==> src/common/vga_config.svh <==
/*
 * Fixed 640x480 at 60 Hz timing, assumes a 25 MHz pixel clock supplied from outside.
 * Each value is the last count of its phase, so porch and sync widths follow from the differences
 */
`ifndef VGA_CONFIG_SVH
`define VGA_CONFIG_SVH

// Horizontal phase ends, in pixels
`define VGA_H_ACTIVE 639
`define VGA_H_FRONT 655
`define VGA_H_SYNC 751
`define VGA_H_BACK 799

// Vertical phase ends, in lines
`define VGA_V_ACTIVE 479
`define VGA_V_FRONT 489
`define VGA_V_SYNC 491
`define VGA_V_BACK 524

// Wide enough for 799 and 524
`define VGA_COUNT_W 10

// Register bus
`define VGA_WB_DW 32
`define VGA_WB_AW 2

`endif
==> src/common/vgaBusPkg.sv <==
/*
 * Wishbone classic register bus types, four word addresses, no byte selects
 */
`default_nettype none

`include "vga_config.svh"

package vgaBusPkg;

	typedef logic [`VGA_WB_DW-1:0] wbDataT;
	typedef logic [`VGA_WB_AW-1:0] wbAddrT;

	// Frame counter wraps at 16 bits
	typedef logic [15:0] frameCountT;

	typedef struct packed {
		logic cyc;
		logic stb;
		logic we;
		wbAddrT adr;
		wbDataT dat;
	} wbReqT;

	typedef struct packed {
		logic ack;
		wbDataT dat;
	} wbRspT;

	typedef enum logic [`VGA_WB_AW-1:0] {
		CTRL = 2'd0,
		COLOR = 2'd1,
		FRAME = 2'd2,
		LINE = 2'd3
	} regIdxT;

	// Low bits of CTRL, enable in bit 0
	typedef struct packed {
		logic [1:0] mode;
		logic enable;
	} ctrlFieldT;

endpackage

`default_nettype wire

==> src/common/vgaVideoPkg.sv <==
/*
 * Picture side types. Color is 3 bits, red in bit 0 and blue in bit 2
 */
`default_nettype none

`include "vga_config.svh"

package vgaVideoPkg;

	typedef logic [`VGA_COUNT_W-1:0] countT;

	// Same four phases for both counters
	typedef enum logic [1:0] {
		ACTIVE,
		FRONT,
		SYNC,
		BACK
	} phaseT;

	typedef logic [2:0] rgbT;

	typedef enum logic [1:0] {
		SOLID,
		TRIAD,
		BARS,
		CHECKER
	} modeT;

	// One scan position, syncs active low
	typedef struct packed {
		countT hCount;
		countT vCount;
		logic active;
		logic hSync;
		logic vSync;
	} beamT;

	typedef struct packed {
		logic enable;
		modeT mode;
		rgbT color;
	} videoCfgT;

endpackage

`default_nettype wire

==> src/rtl/vgaTop.sv <==
/*
 * VGA controller top. Clock must be the 25 MHz pixel clock, the register bus
 * shares it. Video lags the internal counters by two clocks
 */
`timescale 1ns/1ps
`default_nettype none

module vgaTop
	import vgaVideoPkg::*;
	import vgaBusPkg::*;
(
	input  wire   Clock,
	input  wire   Reset,
	input  wbReqT wbReq_i,
	output wbRspT wbRsp_o,
	output logic  red_o,
	output logic  green_o,
	output logic  blue_o,
	output logic  hSync_o,
	output logic  vSync_o
);

	logic frameWrap;
	beamT beam;
	videoCfgT cfg;

	vgaRegs regs0 (
		.Clock(Clock),
		.Reset(Reset),
		.wbReq_i(wbReq_i),
		.wbRsp_o(wbRsp_o),
		.frameWrap_i(frameWrap),
		.line_i(beam.vCount),
		.cfg_o(cfg)
	);

	vgaTiming timing0 (
		.Clock(Clock),
		.Reset(Reset),
		.frameWrap_o(frameWrap),
		.beam_o(beam)
	);

	vgaPattern pattern0 (
		.Clock(Clock),
		.Reset(Reset),
		.beam_i(beam),
		.cfg_i(cfg),
		.red_o(red_o),
		.green_o(green_o),
		.blue_o(blue_o),
		.hSync_o(hSync_o),
		.vSync_o(vSync_o)
	);

endmodule

`default_nettype wire

==> src/rtl/vgaRegs.sv <==
/*
 * Wishbone classic slave, one-cycle ack, no wait states and no error response.
 * FRAME and LINE are read-only, writes to them are dropped
 */
`timescale 1ns/1ps
`default_nettype none

module vgaRegs
	import vgaVideoPkg::*;
	import vgaBusPkg::*;
(
	input  wire       Clock,
	input  wire       Reset,
	input  wbReqT     wbReq_i,
	output wbRspT     wbRsp_o,
	input  wire       frameWrap_i,
	input  countT     line_i,
	output videoCfgT  cfg_o
);

	logic ackR;
	logic access;
	regIdxT idx;
	ctrlFieldT ctrlWr;
	ctrlFieldT ctrlRd;
	videoCfgT cfgR;
	frameCountT frameCount;
	wbDataT readMux;
	wbDataT rdData;

	// New access only while ack is low, so each strobe is acked once
	assign access = wbReq_i.cyc && wbReq_i.stb && !ackR;
	assign idx = regIdxT'(wbReq_i.adr);
	assign ctrlWr = ctrlFieldT'(wbReq_i.dat[$bits(ctrlFieldT)-1:0]);
	assign ctrlRd = '{mode: cfgR.mode, enable: cfgR.enable};

	always_ff @(posedge Clock or negedge Reset) begin
		if (!Reset) begin
			ackR <= 1'b0;
		end else begin
			ackR <= access;
		end
	end

	always_ff @(posedge Clock or negedge Reset) begin
		if (!Reset) begin
			cfgR <= '{enable: 1'b0, mode: SOLID, color: '0};
		end else if (access && wbReq_i.we) begin
			case (idx)
				CTRL: begin
					cfgR.enable <= ctrlWr.enable;
					cfgR.mode <= modeT'(ctrlWr.mode);
				end
				COLOR: cfgR.color <= rgbT'(wbReq_i.dat[2:0]);
				default: ;
			endcase
		end
	end

	// Counts wraps of the scan, not sync edges
	always_ff @(posedge Clock or negedge Reset) begin
		if (!Reset) begin
			frameCount <= '0;
		end else if (frameWrap_i) begin
			frameCount <= frameCount + 1'b1;
		end
	end

	always_comb begin
		case (idx)
			CTRL: readMux = wbDataT'(ctrlRd);
			COLOR: readMux = wbDataT'(cfgR.color);
			FRAME: readMux = wbDataT'(frameCount);
			LINE: readMux = wbDataT'(line_i);
			default: readMux = '0;
		endcase
	end

	// Captured on the ack edge, held until the next access
	always_ff @(posedge Clock) begin
		if (access)
			rdData <= readMux;
	end

	assign wbRsp_o = '{ack: ackR, dat: rdData};
	assign cfg_o = cfgR;

	ackNeedsStb: assert property (@(posedge Clock) disable iff (!Reset)
		wbRsp_o.ack |-> wbReq_i.stb)
		else $error("ack raised without stb");

endmodule

`default_nettype wire

==> src/vga/vgaPattern.sv <==
/*
 * Pattern select and output register. Adds one clock, colors and syncs leave together.
 * Config changes apply from the next pixel, there is no frame-boundary latch
 */
`timescale 1ns/1ps
`default_nettype none

`include "vga_config.svh"

module vgaPattern
	import vgaVideoPkg::*;
(
	input  wire      Clock,
	input  wire      Reset,
	input  beamT     beam_i,
	input  videoCfgT cfg_i,
	output logic     red_o,
	output logic     green_o,
	output logic     blue_o,
	output logic     hSync_o,
	output logic     vSync_o
);

	localparam countT LineLast = countT'(`VGA_H_BACK);
	localparam rgbT Red = 3'b001;
	localparam rgbT White = 3'b111;

	rgbT ring;
	rgbT pick;

	// One-hot color for the beam position, reloaded to red ahead of pixel 0
	always_ff @(posedge Clock or negedge Reset) begin
		if (!Reset) begin
			ring <= Red;
		end else if (beam_i.hCount == LineLast) begin
			ring <= Red;
		end else begin
			ring <= {ring[1:0], ring[2]};
		end
	end

	always_comb begin
		case (cfg_i.mode)
			SOLID: pick = cfg_i.color;
			TRIAD: pick = ring;
			BARS: pick = rgbT'(beam_i.hCount[8:6]);
			CHECKER: begin
				if (beam_i.hCount[5] != beam_i.vCount[5])
					pick = White;
				else
					pick = cfg_i.color;
			end
			default: pick = cfg_i.color;
		endcase
	end

	always_ff @(posedge Clock or negedge Reset) begin
		if (!Reset) begin
			{blue_o, green_o, red_o} <= '0;
			hSync_o <= 1'b1;
			vSync_o <= 1'b1;
		end else begin
			// Blank outside the window or when disabled
			if (cfg_i.enable && beam_i.active)
				{blue_o, green_o, red_o} <= pick;
			else
				{blue_o, green_o, red_o} <= '0;
			hSync_o <= beam_i.hSync;
			vSync_o <= beam_i.vSync;
		end
	end

	blankDuringSync: assert property (@(posedge Clock) disable iff (!Reset)
		(!hSync_o || !vSync_o) |-> ({blue_o, green_o, red_o} == 3'b000))
		else $error("color driven while a sync is low");

endmodule

`default_nettype wire

==> src/vga/vgaTiming.sv <==
/*
 * Free running scan counters, no enable and no stall. The beam output lags the
 * counters by one clock and leaves reset at position (799, 524)
 */
`timescale 1ns/1ps
`default_nettype none

`include "vga_config.svh"

module vgaTiming
	import vgaVideoPkg::*;
(
	input  wire  Clock,
	input  wire  Reset,
	output logic frameWrap_o,
	output beamT beam_o
);

	localparam countT HActiveEnd = countT'(`VGA_H_ACTIVE);
	localparam countT HFrontEnd = countT'(`VGA_H_FRONT);
	localparam countT HSyncEnd = countT'(`VGA_H_SYNC);
	localparam countT HBackEnd = countT'(`VGA_H_BACK);
	localparam countT VActiveEnd = countT'(`VGA_V_ACTIVE);
	localparam countT VFrontEnd = countT'(`VGA_V_FRONT);
	localparam countT VSyncEnd = countT'(`VGA_V_SYNC);
	localparam countT VBackEnd = countT'(`VGA_V_BACK);

	countT hCount;
	countT vCount;
	phaseT hPhase;
	phaseT vPhase;
	logic lineEnd;
	logic frameEnd;

	assign lineEnd = (hCount == HBackEnd);
	assign frameEnd = lineEnd && (vCount == VBackEnd);

	always_ff @(posedge Clock or negedge Reset) begin
		if (!Reset) begin
			hCount <= '0;
			vCount <= '0;
		end else if (lineEnd) begin
			hCount <= '0;
			vCount <= (vCount == VBackEnd) ? '0 : vCount + 1'b1;
		end else begin
			hCount <= hCount + 1'b1;
		end
	end

	// Phase tracks the current hCount, switching after each phase end
	always_ff @(posedge Clock or negedge Reset) begin
		if (!Reset) begin
			hPhase <= ACTIVE;
		end else begin
			case (hPhase)
				ACTIVE: if (hCount == HActiveEnd) hPhase <= FRONT;
				FRONT: if (hCount == HFrontEnd) hPhase <= SYNC;
				SYNC: if (hCount == HSyncEnd) hPhase <= BACK;
				BACK: if (hCount == HBackEnd) hPhase <= ACTIVE;
				default: hPhase <= ACTIVE;
			endcase
		end
	end

	// Vertical phase only moves on the last pixel of a line
	always_ff @(posedge Clock or negedge Reset) begin
		if (!Reset) begin
			vPhase <= ACTIVE;
		end else if (lineEnd) begin
			case (vPhase)
				ACTIVE: if (vCount == VActiveEnd) vPhase <= FRONT;
				FRONT: if (vCount == VFrontEnd) vPhase <= SYNC;
				SYNC: if (vCount == VSyncEnd) vPhase <= BACK;
				BACK: if (vCount == VBackEnd) vPhase <= ACTIVE;
				default: vPhase <= ACTIVE;
			endcase
		end
	end

	// Beam register, one clock behind the counters
	always_ff @(posedge Clock or negedge Reset) begin
		if (!Reset) begin
			beam_o <= '{hCount: HBackEnd, vCount: VBackEnd, active: 1'b0,
				hSync: 1'b1, vSync: 1'b1};
			frameWrap_o <= 1'b0;
		end else begin
			beam_o.hCount <= hCount;
			beam_o.vCount <= vCount;
			beam_o.active <= (hPhase == ACTIVE) && (vPhase == ACTIVE);
			beam_o.hSync <= (hPhase != SYNC);
			beam_o.vSync <= (vPhase != SYNC);
			// High for one clock as the counters restart at (0, 0)
			frameWrap_o <= frameEnd;
		end
	end

	countInRange: assert property (@(posedge Clock) disable iff (!Reset)
		(hCount <= HBackEnd) && (vCount <= VBackEnd))
		else $error("scan counter beyond its maximum");

	// hSync low only inside its counter window, so never over active pixels
	noSyncWhileActive: assert property (@(posedge Clock) disable iff (!Reset)
		!beam_o.hSync |-> (beam_o.hCount > HFrontEnd) && (beam_o.hCount <= HSyncEnd))
		else $error("hSync low outside its counter window");

endmodule

`default_nettype wire

==> config.mk <==
export PLATFORM = sky130hd
export DESIGN_NAME = vgaTop
export DESIGN_NICKNAME = d
export VERILOG_FILES = /design/src/common/vgaBusPkg.sv /design/src/common/vgaVideoPkg.sv /design/src/rtl/vgaTop.sv /design/src/rtl/vgaRegs.sv /design/src/vga/vgaPattern.sv /design/src/vga/vgaTiming.sv
export VERILOG_INCLUDE_DIRS = /design/src /design/src/common
export SDC_FILE = /design/constraint.sdc
export NUM_CORES = 1
export LEC_CHECK = 0
export ABC_AREA = 1
export CORE_ASPECT_RATIO = 1.5
export CORE_MARGIN = 1
export CORE_UTILIZATION = 60
export DETAILED_ROUTE_END_ITERATION = 12
export DONT_BUFFER_PORTS = 1
export MAX_ROUTING_LAYER = met4
export PLACE_DENSITY = 0.83
export SLEW_MARGIN = 15
export SYNTH_ARGS = -nofsm -noshare
export SYNTH_HDL_FRONTEND = slang
export SYNTH_SLANG_ARGS = --single-unit
==> constraint.sdc <==
create_clock -name Clock -period 1.95 [get_ports Clock]
set_input_delay 0 -clock Clock [delete_from_list [all_inputs] [get_ports Clock]]
set_output_delay 0 -clock Clock [all_outputs]
set_load 0.05 [all_outputs]
==> metrics list <==
* Cell breakdown of the critical path: nor2_1 -> buf_6 -> nand3_1 -> dlygate4sd3_1 -> o21ai_0
- After detailed placement, the total cell area comes to 4413 um^2.
* Count of antenna diodes in the layout: 0
- Worst clock skew: 9.050 ps
* Average instance area after synthesis: 9.329 um^2
- # H-tree levels: 3
* Commonest register cell after synthesis: dfrtp_1
- In this design, the stage delay of the slowest critical-path cell is 650 ps.
- GR Util met3: 0.05075
- Clock-pin slew was measured on the worst setup and hold paths at 90 ps.
- The worst hold path belongs to the class input pin to flop.
* Area of all placed cells without fillers: 4762 um^2
- TritonCTS built the clock tree.
- By startpoint and endpoint, the worst setup path is classified as flop to flop.
- The cell area that synthesis handed to floorplanning was 4375 um^2.
* Async set-or-reset flop fraction in the synthesized netlist: 0.8316
* Post-layout nets: 544
* Overall Global Routing Usage: 0.2222
* Number of cell rows: 37
* DP Worst Slack: 234.1 ps
- Count of non-filler cells in the finished layout: 575
- The flow ran to the end, and the final reports show no timing, DRC or antenna violations.
* Placer Congestion: 0.9076
- Worst-Skew Late Latency: 360 ps
- In this run the clock root is driven by a clkbuf_8.
- Yosys Warn Count: 0
* Die area: 7645 um^2
- The count of nets left with antenna violations once routing finished came out at 0.
- From left edge to right edge, the die measures 71.73 um.
- Dividing the final minimum period by the clock period gives 0.9445.
* Setup repair after global routing missed its margin: false
- After the first detailed-routing iteration, the DRC count stood at 187.
- Placeable core region: 6944 um^2
- Number of setup violations in the final report: 0
* Detailed-router iteration count before antenna repair: 4
- For this run, design rule violations remaining after detail routing come to 0.
* Worst endpoint required time: 2220 ps
* Proportion of layout cells with a drive suffix above 1: 0.09658
* Maximum fanout along the worst path: 19
* Area Overhead vs Synth: 8.836%
* Final Routed Wirelength: 7577 um
* Met2 Usage GRT: 0.3673
- Once detailed placement completed, the half-perimeter wirelength came to 5337 um.
- Final-layout setup total negative slack: 0 ps
* # port buffers: 0
- The number of pins exceeding their max-slew limit in the final report came to 0.
* Chip Height: 106.6 um
* PnR worst setup slack: 108.2 ps
- Endpoints failing hold: 0
* Global-route track usage on met1: 0.2479
* Vias in the first global route: 2937
- Among all stages on the critical path, the largest delay is contributed by dlygate4sd3_1.
* Count of distinct cell types in the synthesized netlist: 31
- Final period demand of the worst path: 1842 ps
- The synthesized design contains 16 enable-type register cells.
- # IOs: 77
* Average wire per cell in the routed design: 13.18 um
* Pwr/cell area: 782.0 nW/um^2
* GRT Max-Usage Layer: met2
* Global-route wire length before repair: 12590 um
* IR Drop Worst-Case VDD: 441.5 uV
- Cell family with the largest share of critical-path delay: buffers and inverters
- Largest net degree at the start of global routing: 80
- STA classifies the critical path startpoint as a flop.
- Counting every instance in the synthesized netlist gives 469.
- PnR Total Power: 3.724 mW
- Via count: 3006
- Leakage: 2.286 nW
- CTS saw 95 sinks.
- Endpoint kind of the worst setup timing path: flop
- The tool flagged a number of max-cap violations equal to 0.
* Worst setup slack for register-to-register paths: 110 ps
* Number of buffer and inverter instances along the worst setup path: 2
- Placed instance count: 546
- Yosys reg bits: 95
- Total global routing overflow: 0
- Post-detailed-route via-to-cell ratio: 5.228
- STA puts the critical path data arrival time at 2110 ps.
- For this run, the register share of the synthesized area comes to 0.5659.
- FMAX: 542.9 MHz
* Number of buffers created by CTS: 9
* CTS max path bufs: 2
- The initial utilization of the core area, before any placement, comes to 0.6301.
- Initial antenna violation count: 0
[flip-flops by register name (all words and copies together), names as in the netlist, 2 cells and up]
register          cells
timing0.beam_o       23
regs0.frameCount     16
regs0.rdData         16
timing0.hCount       10
timing0.vCount       10
regs0.cfg_o           6
pattern0.ring         3
timing0.hPhase        2
timing0.vPhase        2
[worst reg2reg max path: stages (launching register included)]
cell           delay [ps]
dfrtp_1               400
nor2_1                150
buf_6                 210
nand3_1               180
dlygate4sd3_1         650
o21ai_0               170
[where the power goes]
| group | leakage, nW | switching, mW | internal, mW |
|---|---|---|---|
| clock network | 0.101 | 0.645 | 0.621 |
| logic | 1.01 | 0.191 | 0.0788 |
| registers | 1.18 | 0.121 | 2.07 |
[placed cells by master, fill, tap and decap left out, drive strengths merged]
cell type    count
o21ai           30
dlygate4sd3     12
clkbuf          10
buf              6
inv             69
nor4             1
edfxtp          16
xnor2            5
or2              3
ha              13
bufinv           1
nor3             6
nand2          115
nand3           27
clkinv           6
nor3b            1
a21oi            5
a22o             2
nand3b           1
dfrtp           64
nand4            6
o2111ai          3
nor2            50
dfstp           15
conb            16
xor2            14
[metal layers]
| metal | vias to the layer above | routed length [um] |
|---|---|---|
| met3 | 22 | 241 |
| met5 | - | 0 |
| met1 | 1432 | 3020 |
| met4 | 0 | 230 |
| met2 | 68 | 4085 |
| li1 | 1484 | - |
[cell usage after synthesis, drive strengths merged, types with 3 or more instances]
cell     instances  share of area
nor2            50          0.046
a21oi            5         0.0057
edfxtp          16           0.11
ha              13          0.037
nand3           27          0.034
dfrtp           64           0.37
xor2            14          0.028
xnor2            5          0.010
o21ai           30          0.034
nand4            6         0.0086
dfstp           15          0.090
inv             69          0.059
o2111ai          3         0.0060
buf             19          0.033
nand2          115           0.10
or2              3         0.0043
nor3             6          0.015
[what timing repair did]
action,in CTS,in global routing
endpoints found under the hold margin,87,0
gates resized for setup,0,1
setup endpoints to repair,0,1
buffers inserted,0,0
hold buffers,13,0
[final timing paths]
| check | depth (start not counted) | to | startpoint |
|---|---|---|---|
| setup reg to reg | 5 | regs0.cfg_o[4] | regs0.ackR |
| hold reg to reg | 0 | pattern0.hSync_o | timing0.beam_o[1] |
| setup / recovery | 5 | regs0.cfg_o[4] | regs0.ackR |
| min in group asynchronous | 2 | regs0.cfg_o[3] | Reset |
| hold / removal | 4 | regs0.cfg_o[5] | wbReq_i[33] |
| max in group asynchronous | 2 | pattern0.vSync_o | Reset |
[layout make-up]
type | instances | area [um^2]
inverter | 70 | 262.8
clock buffer | 10 | 137.6
clock inverter | 6 | 60.06
multi-input combinational | 298 | 1539
tap | 78 | 97.59
timing repair buffer | 18 | 188.9
fill | 486 | 2182
sequential | 95 | 2476
[through the flow]
step,util,hold slack [ps]
after floorplan,-,-295.6
after global placement,0.6355,-294.2
after detailed placement,0.6355,-294.2
after CTS,0.6852,2.984
after global routing,0.6858,24.16
final,0.6858,26.74
[cell families (layout without fill, tap and decap cells)]
group,after synthesis,after routing,synth area share
AOI/OAI and AO/OA,40,40,0.05004
and+or+nand+nor,210,210,0.2128
other,1,16,0.0008571
DFF,95,95,0.5659
xor gates and xnor gates,19,19,0.03803
adders and majority gates,13,13,0.03718
buffers and inverters,91,104,0.09522
(Power assumes the default switching activity.)
